## config.mk

```make
export PLATFORM = sky130hd
export DESIGN_NAME = mem_stage_top
export DESIGN_NICKNAME = d
export VERILOG_FILES = /design/src/hw/lsq_pkg.sv /design/src/hw/sb_wr_if.sv /design/src/hw/cache_write_port.sv /design/src/hw/credit_fifo.sv /design/src/hw/mem_stage_top.sv /design/src/hw/store_buffer.sv
export SDC_FILE = /design/constraint.sdc
export NUM_CORES = 1
export LEC_CHECK = 0
export BUFFER_PORTS_ARGS = -buffer_cell sky130_fd_sc_hd__buf_2
export CAP_MARGIN = 15
export CORE_MARGIN = 2
export CORE_UTILIZATION = 62
export CTS_CLUSTER_SIZE = 30
export DETAILED_ROUTE_END_ITERATION = 7
export GPL_ROUTABILITY_DRIVEN = 0
export PLACE_DENSITY = 0.89
export SYNTH_ARGS = -nofsm -noshare
export SYNTH_HDL_FRONTEND = slang
export SYNTH_SLANG_ARGS = --single-unit
```

## constraint.sdc

```tcl
create_clock -name clk -period 7.6 [get_ports clk]
set_input_delay 1.52 -clock clk [delete_from_list [all_inputs] [get_ports clk]]
set_output_delay 1.52 -clock clk [all_outputs]
set_load 0.01 [all_outputs]
```

## src/hw/lsq_pkg.sv

```systemverilog
package lsq_pkg;

    // Datapath and ROB sizing
    localparam int XLEN          = 32;
    localparam int ROB_IDX_W     = 4;

    // Queue depths and credit pools
    localparam int SB_DEPTH      = 4;                       // Store buffer entries
    localparam int REQ_Q_DEPTH   = 4;                       // Intake slots, upstream credits
    localparam int WR_Q_DEPTH    = 2;                       // Write queue slots, sb credits
    localparam int CACHE_CREDITS = 2;                       // Granted by the D-cache

    // Derived widths
    localparam int SB_IDX_W      = $clog2(SB_DEPTH);        // Ring pointer
    localparam int SB_CNT_W      = $clog2(SB_DEPTH + 1);    // Occupancy, 0..SB_DEPTH
    localparam int WQ_CRED_W     = $clog2(WR_Q_DEPTH + 1);
    localparam int CC_CRED_W     = $clog2(CACHE_CREDITS + 1);

    // RV32 load/store funct3 encodings
    typedef enum logic [2:0] {
        LS_B  = 3'b000,
        LS_H  = 3'b001,
        LS_W  = 3'b010,
        LS_BU = 3'b100,
        LS_HU = 3'b101
    } ls_width_e;

    // One memory-stage request as it sits in the intake queue
    typedef struct packed {
        logic                 is_store;
        logic                 is_load;
        logic [XLEN-1:0]      addr;
        logic [XLEN-1:0]      data;
        ls_width_e            width;
        logic [ROB_IDX_W-1:0] rob_idx;
    } mem_req_t;

    // Drained store on its way to the cache
    typedef struct packed {
        logic [XLEN-1:0] addr;
        logic [XLEN-1:0] data;
        ls_width_e       width;
    } cache_wr_t;

endpackage

```

## src/hw/sb_wr_if.sv

```systemverilog
`timescale 1ns/1ns

// Drained-store channel, credit based
// One beat per cycle with valid high; one credit pulse per freed write-queue slot
interface sb_wr_if import lsq_pkg::*; ();

    logic            valid;     // Store beat present
    logic [XLEN-1:0] addr;
    logic [XLEN-1:0] data;
    ls_width_e       funct3;    // Access width, RV32 encoding
    logic            credit;    // Slot freed in the write queue

    // Store buffer side
    modport sb (
        output valid,
        output addr,
        output data,
        output funct3,
        input  credit
    );

    // Write port side
    modport wp (
        input  valid,
        input  addr,
        input  data,
        input  funct3,
        output credit
    );

endinterface

```

## src/hw/cache_write_port.sv

```systemverilog
`timescale 1ns/1ns

// Write queue toward the D-cache, sends one write per cache credit
module cache_write_port import lsq_pkg::*; (
    input  logic            clk,
    input  logic            arst_n,
    sb_wr_if.wp             wr,
    output logic            cw_valid,
    output logic [XLEN-1:0] cw_addr,
    output logic [XLEN-1:0] cw_data,
    output logic [2:0]      cw_funct3,
    input  logic            cw_credit       // One write slot returned by the cache
);

    cache_wr_t            wq_in;
    cache_wr_t            wq_head;
    logic                 wq_valid;
    logic                 wq_pop;
    logic [CC_CRED_W-1:0] cc_credits;       // Writes the cache can still take

    assign wq_in = '{addr: wr.addr, data: wr.data, width: wr.funct3};

    // Queue credits go straight back to the store buffer
    credit_fifo #(
        .DEPTH     (WR_Q_DEPTH),
        .payload_t (cache_wr_t)
    ) wq0 (
        .clk         (clk),
        .arst_n      (arst_n),
        .in_valid    (wr.valid),
        .in_payload  (wq_in),
        .credit      (wr.credit),
        .out_valid   (wq_valid),
        .out_payload (wq_head),
        .pop         (wq_pop)
    );

    assign wq_pop = wq_valid && (cc_credits != '0);

    always_ff @(posedge clk or negedge arst_n) begin
        if (!arst_n) begin
            cw_valid   <= 1'b0;
            cc_credits <= CC_CRED_W'(CACHE_CREDITS);
        end else begin
            cw_valid   <= wq_pop;                       // Registered send
            cc_credits <= cc_credits + CC_CRED_W'(cw_credit) - CC_CRED_W'(wq_pop);
        end
    end

    // Write payload, held between sends
    always_ff @(posedge clk) begin
        if (wq_pop) begin
            cw_addr   <= wq_head.addr;
            cw_data   <= wq_head.data;
            cw_funct3 <= wq_head.width;
        end
    end

endmodule

```

## src/hw/credit_fifo.sv

```systemverilog
`timescale 1ns/1ns

// Circular queue behind a credit-managed sender
// Sender holds DEPTH credits at reset, so a push never finds the queue full
module credit_fifo #(
    parameter int  DEPTH     = 4,
    parameter type payload_t = logic
) (
    input  logic     clk,
    input  logic     arst_n,
    input  logic     in_valid,       // Push, only with a credit held upstream
    input  payload_t in_payload,
    output logic     credit,         // One pulse per popped slot
    output logic     out_valid,      // Head present
    output payload_t out_payload,    // Head entry
    input  logic     pop             // Same-cycle removal of the head
);

    payload_t                   mem [DEPTH];
    logic [$clog2(DEPTH)-1:0]   wr_ptr;
    logic [$clog2(DEPTH)-1:0]   rd_ptr;
    logic [$clog2(DEPTH+1)-1:0] count;
    logic                       pop_ok;

    assign out_valid   = (count != '0);
    assign out_payload = mem[rd_ptr];
    assign pop_ok      = pop && out_valid;      // Pop on empty is ignored

    // Pointers, occupancy and the registered credit pulse
    always_ff @(posedge clk or negedge arst_n) begin
        if (!arst_n) begin
            wr_ptr <= '0;
            rd_ptr <= '0;
            count  <= '0;
            credit <= 1'b0;
        end else begin
            credit <= pop_ok;                   // Slot returned one cycle after the pop
            if (in_valid) begin
                wr_ptr <= (int'(wr_ptr) == DEPTH - 1) ? '0 : wr_ptr + 1'b1;
            end
            if (pop_ok) begin
                rd_ptr <= (int'(rd_ptr) == DEPTH - 1) ? '0 : rd_ptr + 1'b1;
            end
            case ({in_valid, pop_ok})
                2'b10:   count <= count + 1'b1;
                2'b01:   count <= count - 1'b1;
                default: count <= count;        // Both or neither
            endcase
        end
    end

    // Storage array
    always_ff @(posedge clk) begin
        if (in_valid) begin
            mem[wr_ptr] <= in_payload;
        end
    end

endmodule

```

## src/hw/mem_stage_top.sv

```systemverilog
`timescale 1ns/1ns

// Memory-stage store path: intake queue, store buffer, cache write port
module mem_stage_top import lsq_pkg::*; (
    input  logic                 clk,
    input  logic                 arst_n,
    // Upstream requests, credit based
    input  logic                 req_valid,
    input  logic                 req_is_store,
    input  logic                 req_is_load,
    input  logic [XLEN-1:0]      req_addr,
    input  logic [XLEN-1:0]      req_data,
    input  logic [2:0]           req_funct3,
    input  logic [ROB_IDX_W-1:0] req_rob_idx,
    output logic                 req_credit,
    // ROB
    input  logic                 commit_valid,
    input  logic [ROB_IDX_W-1:0] commit_rob_idx,
    input  logic                 flush,
    // Load result
    output logic                 ld_valid,
    output logic                 ld_hit,
    output logic [XLEN-1:0]      ld_data,
    // D-cache write port
    output logic                 cw_valid,
    output logic [XLEN-1:0]      cw_addr,
    output logic [XLEN-1:0]      cw_data,
    output logic [2:0]           cw_funct3,
    input  logic                 cw_credit
);

    mem_req_t req_in;           // Packed request into intake
    mem_req_t rq_head;          // Intake head
    logic     rq_valid;
    logic     rq_pop;

    sb_wr_if  sb_wr0 ();        // Store buffer to write port

    assign req_in.is_store = req_is_store;
    assign req_in.is_load  = req_is_load;
    assign req_in.addr     = req_addr;
    assign req_in.data     = req_data;
    assign req_in.width    = ls_width_e'(req_funct3);
    assign req_in.rob_idx  = req_rob_idx;

    // Intake queue, upstream holds REQ_Q_DEPTH credits at reset
    credit_fifo #(
        .DEPTH     (REQ_Q_DEPTH),
        .payload_t (mem_req_t)
    ) rq0 (
        .clk         (clk),
        .arst_n      (arst_n),
        .in_valid    (req_valid),
        .in_payload  (req_in),
        .credit      (req_credit),
        .out_valid   (rq_valid),
        .out_payload (rq_head),
        .pop         (rq_pop)
    );

    store_buffer sb0 (
        .clk            (clk),
        .arst_n         (arst_n),
        .req_valid      (rq_valid),
        .req            (rq_head),
        .pop            (rq_pop),
        .commit_valid   (commit_valid),
        .commit_rob_idx (commit_rob_idx),
        .flush          (flush),
        .ld_valid       (ld_valid),
        .ld_hit         (ld_hit),
        .ld_data        (ld_data),
        .wr             (sb_wr0.sb)
    );

    cache_write_port wp0 (
        .clk       (clk),
        .arst_n    (arst_n),
        .wr        (sb_wr0.wp),
        .cw_valid  (cw_valid),
        .cw_addr   (cw_addr),
        .cw_data   (cw_data),
        .cw_funct3 (cw_funct3),
        .cw_credit (cw_credit)
    );

endmodule

```

## src/hw/store_buffer.sv

```systemverilog
`timescale 1ns/1ns

// Speculative store buffer, SB_DEPTH entries kept in program order
// Stores wait here until the ROB commits them, then drain oldest first
module store_buffer import lsq_pkg::*; (
    input  logic                 clk,
    input  logic                 arst_n,
    input  logic                 req_valid,         // Intake head present
    input  mem_req_t             req,               // Intake head
    output logic                 pop,               // Take the head this cycle
    input  logic                 commit_valid,
    input  logic [ROB_IDX_W-1:0] commit_rob_idx,
    input  logic                 flush,
    output logic                 ld_valid,
    output logic                 ld_hit,
    output logic [XLEN-1:0]      ld_data,
    sb_wr_if.sb                  wr
);

    // Entry state, control bits as vectors
    logic [SB_DEPTH-1:0]  e_valid;
    logic [SB_DEPTH-1:0]  e_cmt;                    // Committed by the ROB
    logic [XLEN-1:0]      e_addr [SB_DEPTH];
    logic [XLEN-1:0]      e_data [SB_DEPTH];
    ls_width_e            e_width [SB_DEPTH];
    logic [ROB_IDX_W-1:0] e_rob [SB_DEPTH];

    logic [SB_IDX_W-1:0]  head;                     // Oldest entry
    logic [SB_IDX_W-1:0]  tail;                     // Next free slot
    logic [SB_CNT_W-1:0]  count;
    logic [WQ_CRED_W-1:0] wq_credits;               // Free write-queue slots

    logic                 full;
    logic                 pop_store;
    logic                 pop_load;
    logic                 drain;
    logic [SB_DEPTH-1:0]  commit_hit;
    logic [SB_CNT_W-1:0]  n_cmt;                    // Committed entries after this edge
    logic [SB_DEPTH-1:0]  valid_nxt;
    logic [SB_DEPTH-1:0]  cmt_nxt;
    logic [SB_IDX_W-1:0]  scan_idx;
    logic                 fwd_hit;
    logic [XLEN-1:0]      fwd_data;

    assign full = (count == SB_CNT_W'(SB_DEPTH));

    // Loads always go, stores need a free entry; nothing moves in a flush cycle
    assign pop       = req_valid && !flush && (!req.is_store || !full);
    assign pop_store = pop && req.is_store;
    assign pop_load  = pop && req.is_load && !req.is_store;

    // Committed head leaves when a write-queue slot is free
    assign drain = e_valid[head] && e_cmt[head] && (wq_credits != '0);

    // ROB commit lookup, ROB indices are unique among live stores
    always_comb begin
        for (int i = 0; i < SB_DEPTH; i++) begin
            commit_hit[i] = commit_valid && e_valid[i] && !e_cmt[i]
                            && (e_rob[i] == commit_rob_idx);
        end
    end

    // Count of entries that survive a flush, the drained one included
    always_comb begin
        n_cmt = '0;
        for (int i = 0; i < SB_DEPTH; i++) begin
            if (e_valid[i] && (e_cmt[i] || commit_hit[i])) begin
                n_cmt = n_cmt + 1'b1;
            end
        end
    end

    // Next valid and committed flags
    always_comb begin
        valid_nxt = e_valid;
        cmt_nxt   = e_cmt | commit_hit;             // Commit lands before a same-cycle flush
        if (drain) begin
            valid_nxt[head] = 1'b0;
            cmt_nxt[head]   = 1'b0;
        end
        if (flush) begin
            valid_nxt = valid_nxt & cmt_nxt;        // Drop every speculative store
        end else if (pop_store) begin
            valid_nxt[tail] = 1'b1;                 // New entry starts uncommitted
            cmt_nxt[tail]   = 1'b0;
        end
    end

    // Forwarding search, youngest entry first, exact address and width only
    always_comb begin
        fwd_hit  = 1'b0;
        fwd_data = '0;
        scan_idx = tail;
        for (int k = 1; k <= SB_DEPTH; k++) begin
            scan_idx = tail - SB_IDX_W'(k);
            if (!fwd_hit && e_valid[scan_idx] && (e_addr[scan_idx] == req.addr)
                && (e_width[scan_idx] == req.width)) begin
                fwd_hit  = 1'b1;
                fwd_data = e_data[scan_idx];
            end
        end
    end

    // Control state
    always_ff @(posedge clk or negedge arst_n) begin
        if (!arst_n) begin
            e_valid    <= '0;
            e_cmt      <= '0;
            head       <= '0;
            tail       <= '0;
            count      <= '0;
            wq_credits <= WQ_CRED_W'(WR_Q_DEPTH);
            wr.valid   <= 1'b0;
            ld_valid   <= 1'b0;
        end else begin
            e_valid  <= valid_nxt;
            e_cmt    <= cmt_nxt;
            ld_valid <= pop_load;                   // Result one edge after the pop
            wr.valid <= drain;
            if (drain) begin
                head <= head + 1'b1;
            end
            if (flush) begin
                // Committed entries sit at the head, so the tail lands just past them
                tail  <= head + n_cmt[SB_IDX_W-1:0];
                count <= n_cmt - SB_CNT_W'(drain);
            end else begin
                if (pop_store) begin
                    tail <= tail + 1'b1;
                end
                count <= count + SB_CNT_W'(pop_store) - SB_CNT_W'(drain);
            end
            wq_credits <= wq_credits + WQ_CRED_W'(wr.credit) - WQ_CRED_W'(drain);
        end
    end

    // Entry payload, load result and drain beat
    always_ff @(posedge clk) begin
        if (pop_store) begin
            e_addr[tail]  <= req.addr;
            e_data[tail]  <= req.data;
            e_width[tail] <= req.width;
            e_rob[tail]   <= req.rob_idx;
        end
        ld_hit  <= fwd_hit;
        ld_data <= fwd_data;                        // Zero on a miss
        if (drain) begin
            wr.addr   <= e_addr[head];
            wr.data   <= e_data[head];
            wr.funct3 <= e_width[head];
        end
    end

endmodule

```

==> metrics.md, run 1 <==
| Metric | Value |
|---|---|
| Vias | `22600` |
| Initial antenna violation count | `17` |
| Static leakage | `15.1 nW` |
| Layout cell share with drive strength beyond 1 | `34.5%` |
| Sequential cell area fraction in the yosys report | `65.1%` |
| DR pass1 iterations | `6` |
| CP Data Arrival Time | `6050 ps` |
| CP Data Required Time | `8120 ps` |
| Distinct cells, synth | `54` |
| Worst VDD drop | `0.000402 V` |
| Post-synthesis area per instance | `18.8 µm²` |
| 1st-iter DRT viols | `3270` |
| Final Util | `69.5%` |
| Post-place setup slack | `2150 ps` |
| PnR worst setup slack | `2070 ps` |
| Final Power | `16.3 mW` |
| Clock Pin Slew Worst Setup and Hold Paths | `70 ps` |
| Cell row count | `94` |
| Setup-failing EPs final | `0` |
| Largest net degree at the start of global routing | `142` |
| Post-synth EDFFs | `844` |
| Worst min path class | `flip-flop to flip-flop` |
| WL/cell | `28.3 µm` |
| Critical path peak fanout | `100` |
| Final hold violation count | `0` |
| Worst slew pin tran | `1170 ps` |
| Core area | `0.0659 mm²` |
| Syn Inst Count | `2190` |
| Rel. slew slack | `21.7%` |
| H-tree levels | `3` |
| Worst setup EP type | `flip-flop` |
| CTS tree | `yes` |
| Detail Placement HPWL | `55600 µm` |
| I/O pin count | `186` |
| Power density over cell area | `356 mW/mm²` |
| Clk root buf | `clkbuf_16` |
| Clock Skews | `25.3 ps` |
| # hold bufs at CTS | `0` |
| CP Launch Type | `flip-flop` |
| Max-slew violations | `0` |
| Vias in the first global route | `22200` |
| Total Wirelength | `92500 µm` |
| RSZ-0062 raised after global routing | `no` |
| IO buf count | `185` |
| TritonCTS buffer count | `88` |
| Starting Density | `62.6%` |
| Cts repair resizes | `0` |
| Setup_tns | `0 ps` |
| Area growth from synthesis to layout | `10.9%` |
| Nets | `2439` |
| Via density | `6.90` |
| Post-CTS setup buffer count | `0` |
| Placed Cells | `3101` |
| YS warnings | `0` |
| Ys flop type | `edfxtp_1` |
| Tot GR Track Use | `27.4%` |
| Die Y | `262 µm` |
| Die area | `0.0686 mm²` |
| Final min period | `5530 ps` |
| First-pass GRT wire length | `140000 µm` |
| Worst-Skew Late Latency | `650 ps` |
| Cell Area, Synth | `0.0412 mm²` |
| Seq cells post-synth | `911` |
| Type of the worst setup path | `flip-flop to flip-flop` |
| Most common cell after layout, fill and taps aside | `edfxtp_1` |
| Die width | `262 µm` |
| Number of max-cap violations | `0` |
| Fin cells | `3272` |
| Fmax achieved | `181 MHz` |
| Grt total ovfl | `0` |
| Post-route ant nets | `0` |
| DRC viols | `0` |
| Period utilisation layout | `72.8%` |
| Commonest non-fill, non-tap cells in the layout | `844 x edfxtp_1, 348 x mux4_2, 185 x buf_2, 100 x mux2_2, 95 x clkbuf_16` |
| Ys async rst share | `3.73%` |
| Clk buf depth | `3` |
| Outcome | `complete, no violations` |
| CTS Sinks | `911` |
| Syn Nets | `2302` |
layer usage:
| metal | global-route usage, % | part of all wire, % | routed length, µm | vias to the layer above |
|---|---|---|---|---|
| li1 | - | - | - | 9229 |
| met1 | 38.7 | 37 | 33900 | 11600 |
| met2 | 41.8 | 48 | 44300 | 1571 |
| met3 | 7.33 | 12 | 11200 | 198 |
| met4 | 10.2 | 3.3 | 3010 | 14 |
| met5 | 0 | 0.14 | 125 | - |
power by group:
part / switching [mW] / internal, mW
registers: 0.446 / 6.36
logic: 2.77 / 2.22
clock network: 1.83 / 2.64
worst max-delay path, cell delays in order (launching register included):
cell and delay (ps):
dfrtp_4 710, buf_4 820, mux4_2 610, xor2_1 170
nor4_1 510, nand3_1 210, or4_2 670, buf_4 410
or4b_1 270, buf_4 380, o22ai_1 170, or3_1 330
synthesized netlist by cell type, types with 2 or more instances:
master | number | area (µm²)
buf_2 | 57 | 285
dfstp_2 | 2 | 52.6
nor3_1 | 7 | 35.0
xnor2_1 | 84 | 736
fa_1 | 2 | 40.0
a31o_2 | 2 | 17.5
xor2_1 | 91 | 797
a21oi_1 | 39 | 195
or2_2 | 2 | 12.5
clkbuf_1 | 61 | 229
nor2_1 | 46 | 173
or3_1 | 32 | 200
edfxtp_1 | 844 | 25300
a31oi_1 | 2 | 12.5
buf_4 | 9 | 67.6
nand2b_1 | 2 | 12.5
inv_1 | 61 | 229
and3_1 | 4 | 25.0
dfxtp_1 | 33 | 661
nand4_1 | 22 | 138
and2_1 | 6 | 37.5
mux4_2 | 348 | 7840
mux2i_1 | 37 | 370
buf_1 | 33 | 124
o22ai_1 | 32 | 200
o21ai_0 | 37 | 185
mux2_2 | 100 | 1130
nand3_1 | 36 | 180
and4_1 | 31 | 272
o211ai_1 | 2 | 15.0
nand2_1 | 12 | 45.0
nor4_1 | 20 | 125
ha_1 | 27 | 338
a211oi_1 | 4 | 30.0
a41oi_1 | 3 | 26.3
nor4_2 | 2 | 25.0
dfrtp_1 | 32 | 801
o22a_1 | 2 | 17.5
buf_6 | 9 | 101
layout make-up:
| class | instances | area, µm² |
|---|---|---|
| flip-flops and latches | 911 | 26900 |
| diodes | 8 | 20.0 |
| clock inverters | 43 | 447 |
| repair buffers | 216 | 1170 |
| multi-input cells | 1048 | 13400 |
| clock buffers | 120 | 2530 |
| well taps | 864 | 1080 |
| inverters | 62 | 233 |
| fillers | 3882 | 20100 |
flip-flops by register name (all words and copies together) (netlist names), 16 cells and up:
name,count
sb0.wr.addr,32
wp0.wq0.mem,134
wp0.cw_addr,32
wp0.cw_data,32
sb0.e_addr,128
sb0.ld_data,32
sb0.wr.data,32
sb0.e_rob,16
rq0.mem,292
sb0.e_data,128
path summary, 6_finish.rpt:
path / from / end / slack [ps] / cells past startpoint
max: sb0.tail[0] / sb0.ld_data[20] / 2070 / 11
min: sb0.wr.data[17] / wp0.wq0.mem[1][20] / 440 / 0
max reg2reg: sb0.tail[0] / sb0.ld_data[20] / 2070 / 11
min reg2reg: sb0.wr.data[17] / wp0.wq0.mem[1][20] / 440 / 0
max in group asynchronous: arst_n / rq0.rd_ptr[0] / 5900 / 1
min in group asynchronous: arst_n / wp0.cc_credits[0] / 1000 / 1
kinds of logic after synthesis:
kind of cell	Yosys count	synth area share [%]
simple gates	231	3.29
xor+xnor	175	3.72
compound gates	128	1.80
mux	485	22.6
fa+ha+maj	29	0.916
buf+inv	231	2.52
flops	911	65.1
per-stage QoR:
step                      instance area [µm²]  hold WS (ps)
final                                   45800           442
after global routing                    45700           448
after CTS                               45700           440
after detailed placement                42800           431
after global placement                  42800           422
after floorplan                         41200           421
No activity file was read; power rests on OpenSTA's default activity.
==> run 2, diff against run 1 <==
==> constraint.sdc (replaced) <==
create_clock -name clk -period 5.8 [get_ports clk]
set_input_delay 1.16 -clock clk [delete_from_list [all_inputs] [get_ports clk]]
set_output_delay 1.16 -clock clk [all_outputs]
set_load 0.01 [all_outputs]
==> run 2 against run 1 <==
Power grew 32%. Clock-buffer cell count shrank 12. Highest routed layer unchanged. Global-route usage shrank 0.24 points. Non-clock buffer count shrank 2. Critical endpoint is now sb0.count[2].
==> metrics.md, run 2 (synthesized netlist as in run 1, its figures left out) <==
| Metric | Value |
|---|---|
| Outcome | `complete, no violations` |
| First-pass GRT wire length | `138000 µm` |
| Seq pwr share | `41.3%` |
| Nets | `2437` |
| Worst VDD drop | `0.000504 V` |
| Clock share of power | `27.7%` |
| Power density over cell area | `469 mW/mm²` |
| Final min period | `5030 ps` |
| Fmax achieved | `199 MHz` |
| Max-slew violations | `0` |
| Type of the worst setup path | `flip-flop to flip-flop` |
| Vias | `22400` |
| Most common cell after layout, fill and taps aside | `edfxtp_1` |
| CP bufs+invs | `2` |
| Final Power | `21.5 mW` |
| Largest net degree at the start of global routing | `148` |
| Post-CTS setup buffer count | `0` |
| Crit path capture | `sb0.count[2]` |
| CP Data Arrival Time | `5530 ps` |
| Setup_tns | `0 ps` |
| WL met1 | `34300 µm` |
| Largest regs | `rq0.mem x292, wp0.wq0.mem x134` |
| Starting Density | `62.6%` |
| Crit-path max cell delay | `970 ps` |
| Post-route ant nets | `0` |
| Switching power total | `6.71 mW` |
| WP depth | `10` |
| Top Layer Used | `met5` |
| Initial antenna violation count | `14` |
| Vias in the first global route | `22300` |
| Layout cell share with drive strength beyond 1 | `34.7%` |
| # hold bufs at CTS | `0` |
| Die area | `0.0686 mm²` |
| Commonest non-fill, non-tap cells in the layout | `844 x edfxtp_1, 348 x mux4_2, 185 x buf_2, 100 x mux2_2, 91 x xor2_1` |
| CP Launch Type | `flip-flop` |
| Grt total ovfl | `0` |
| End of the worst register-to-register path | `sb0.count[2]` |
| IO buf count | `185` |
| Worst-Skew Late Latency | `650 ps` |
| CTS tree | `yes` |
| Rel. slew slack | `22.2%` |
| Die Y | `262 µm` |
| Number of max-cap violations | `0` |
| WL/cell | `28.1 µm` |
| Critical path's top delay family | `compound AO/OA/AOI/OAI gates` |
| Worst min path class | `flip-flop to flip-flop` |
| Via density | `6.86` |
| Clock Skews | `24.6 ps` |
| Register area | `0.0269 mm²` |
| Reg with most FFs | `rq0.mem` |
| R2r startpoint | `rq0.rd_ptr[0]` |
| I/O pin count | `186` |
| Static leakage | `15.1 nW` |
| Switching share of power | `31.2%` |
| CP Data Required Time | `6300 ps` |
| DR WL met3 | `10600 µm` |
| Tot GR Track Use | `27.2%` |
| CTS Sinks | `911` |
| R2r setup slk | `770 ps` |
| TritonCTS buffer count | `88` |
| Cell row count | `94` |
| Total Wirelength | `91800 µm` |
| R2R cell count | `10` |
| Worst slew pin tran | `1160 ps` |
| Detail Placement HPWL | `54500 µm` |
| Pint | `14.8 mW` |
| Setup-failing EPs final | `0` |
| Critical path peak fanout | `41` |
| H-tree levels | `3` |
| Clock Pin Slew Worst Setup and Hold Paths | `60 ps` |
| Core area | `0.0659 mm²` |
| Clk buf depth | `3` |
| Area of the multi-input gates | `0.0134 mm²` |
| Filler instances | `3850` |
| Cts repair resizes | `0` |
| Worst Setup SP | `rq0.rd_ptr[0]` |
| DR pass1 iterations | `8` |
| Die width | `262 µm` |
| Met2 routed WL | `43500 µm` |
| DRC viols | `0` |
| Clk root buf | `clkbuf_16` |
| Worst setup EP type | `flip-flop` |
| Final hold violation count | `0` |
| 1st-iter DRT viols | `3133` |
| Max reg flops | `292` |
| CP max-delay cell | `a31oi_1` |
| Area growth from synthesis to layout | `11.2%` |
| Combinational share of power | `31.1%` |
| Crit path cell chain | `buf_4 > mux4_2 > a31oi_1 > and2_0 > ha_1 > inv_1 > fa_1 > xor2_1 > xnor2_1 > mux2i_1` |
| Period utilisation layout | `86.7%` |
| RSZ-0062 raised after global routing | `no` |
## run 2: worst min path at each step
stage                startpoint            endpoint  slack [ps]  cells past startpoint
6_report        sb0.wr.data[31]  wp0.wq0.mem[0][34]         440                      0
2_1_floorplan  sb0.wr.funct3[0]   wp0.wq0.mem[0][0]         420                      0
3_5_place_dp    sb0.wr.data[17]  wp0.wq0.mem[0][20]         430                      0
4_1_cts         sb0.wr.addr[28]  wp0.wq0.mem[1][63]         440                      0
5_1_grt         sb0.wr.data[24]  wp0.wq0.mem[0][27]         460                      0
3_3_place_gp    sb0.wr.data[24]  wp0.wq0.mem[1][27]         420                      0
## run 2: layout make-up
type / count / area share (%)
clock inverters: 57 / 1.54
clock buffers: 108 / 5.05
flip-flops and latches: 911 / 58.6
diodes: 5 / 0.0273
inverters: 62 / 0.507
multi-input cells: 1048 / 29.2
repair buffers: 214 / 2.71
well taps: 864 / 2.36
## run 2: power groups by stage
stage	Combinational [mW]	Sequential, mW	Clock [mW]
floorplan	5.08	8.71	0
global placement	6.30	8.88	0
detailed placement	6.48	8.97	0
CTS	6.61	8.86	6.02
global route	7.04	8.94	6.25
finish	6.68	8.88	5.94
## run 2: metrics by stage
stage / worst slack, ps / util (%) / instance area [µm²] / hold WS (ps) / instances
3_3_place_gp: 1170 / 65.0 / 42800 / 422 / 3099
3_5_place_dp: 858 / 65.0 / 42800 / 430 / 3099
4_1_cts: 696 / 69.6 / 45900 / 439 / 3264
2_1_floorplan: 171 / - / 41200 / 421 / 2190
6_report: 769 / 69.6 / 45900 / 441 / 3269
5_1_grt: 503 / 69.6 / 45900 / 458 / 3267
## run 2: metal layers
metal	vias up	track usage, %
met5	-	0
met4	18	10.1
met3	236	6.62
met2	1522	40.9
met1	11400	39.4
li1	9231	-
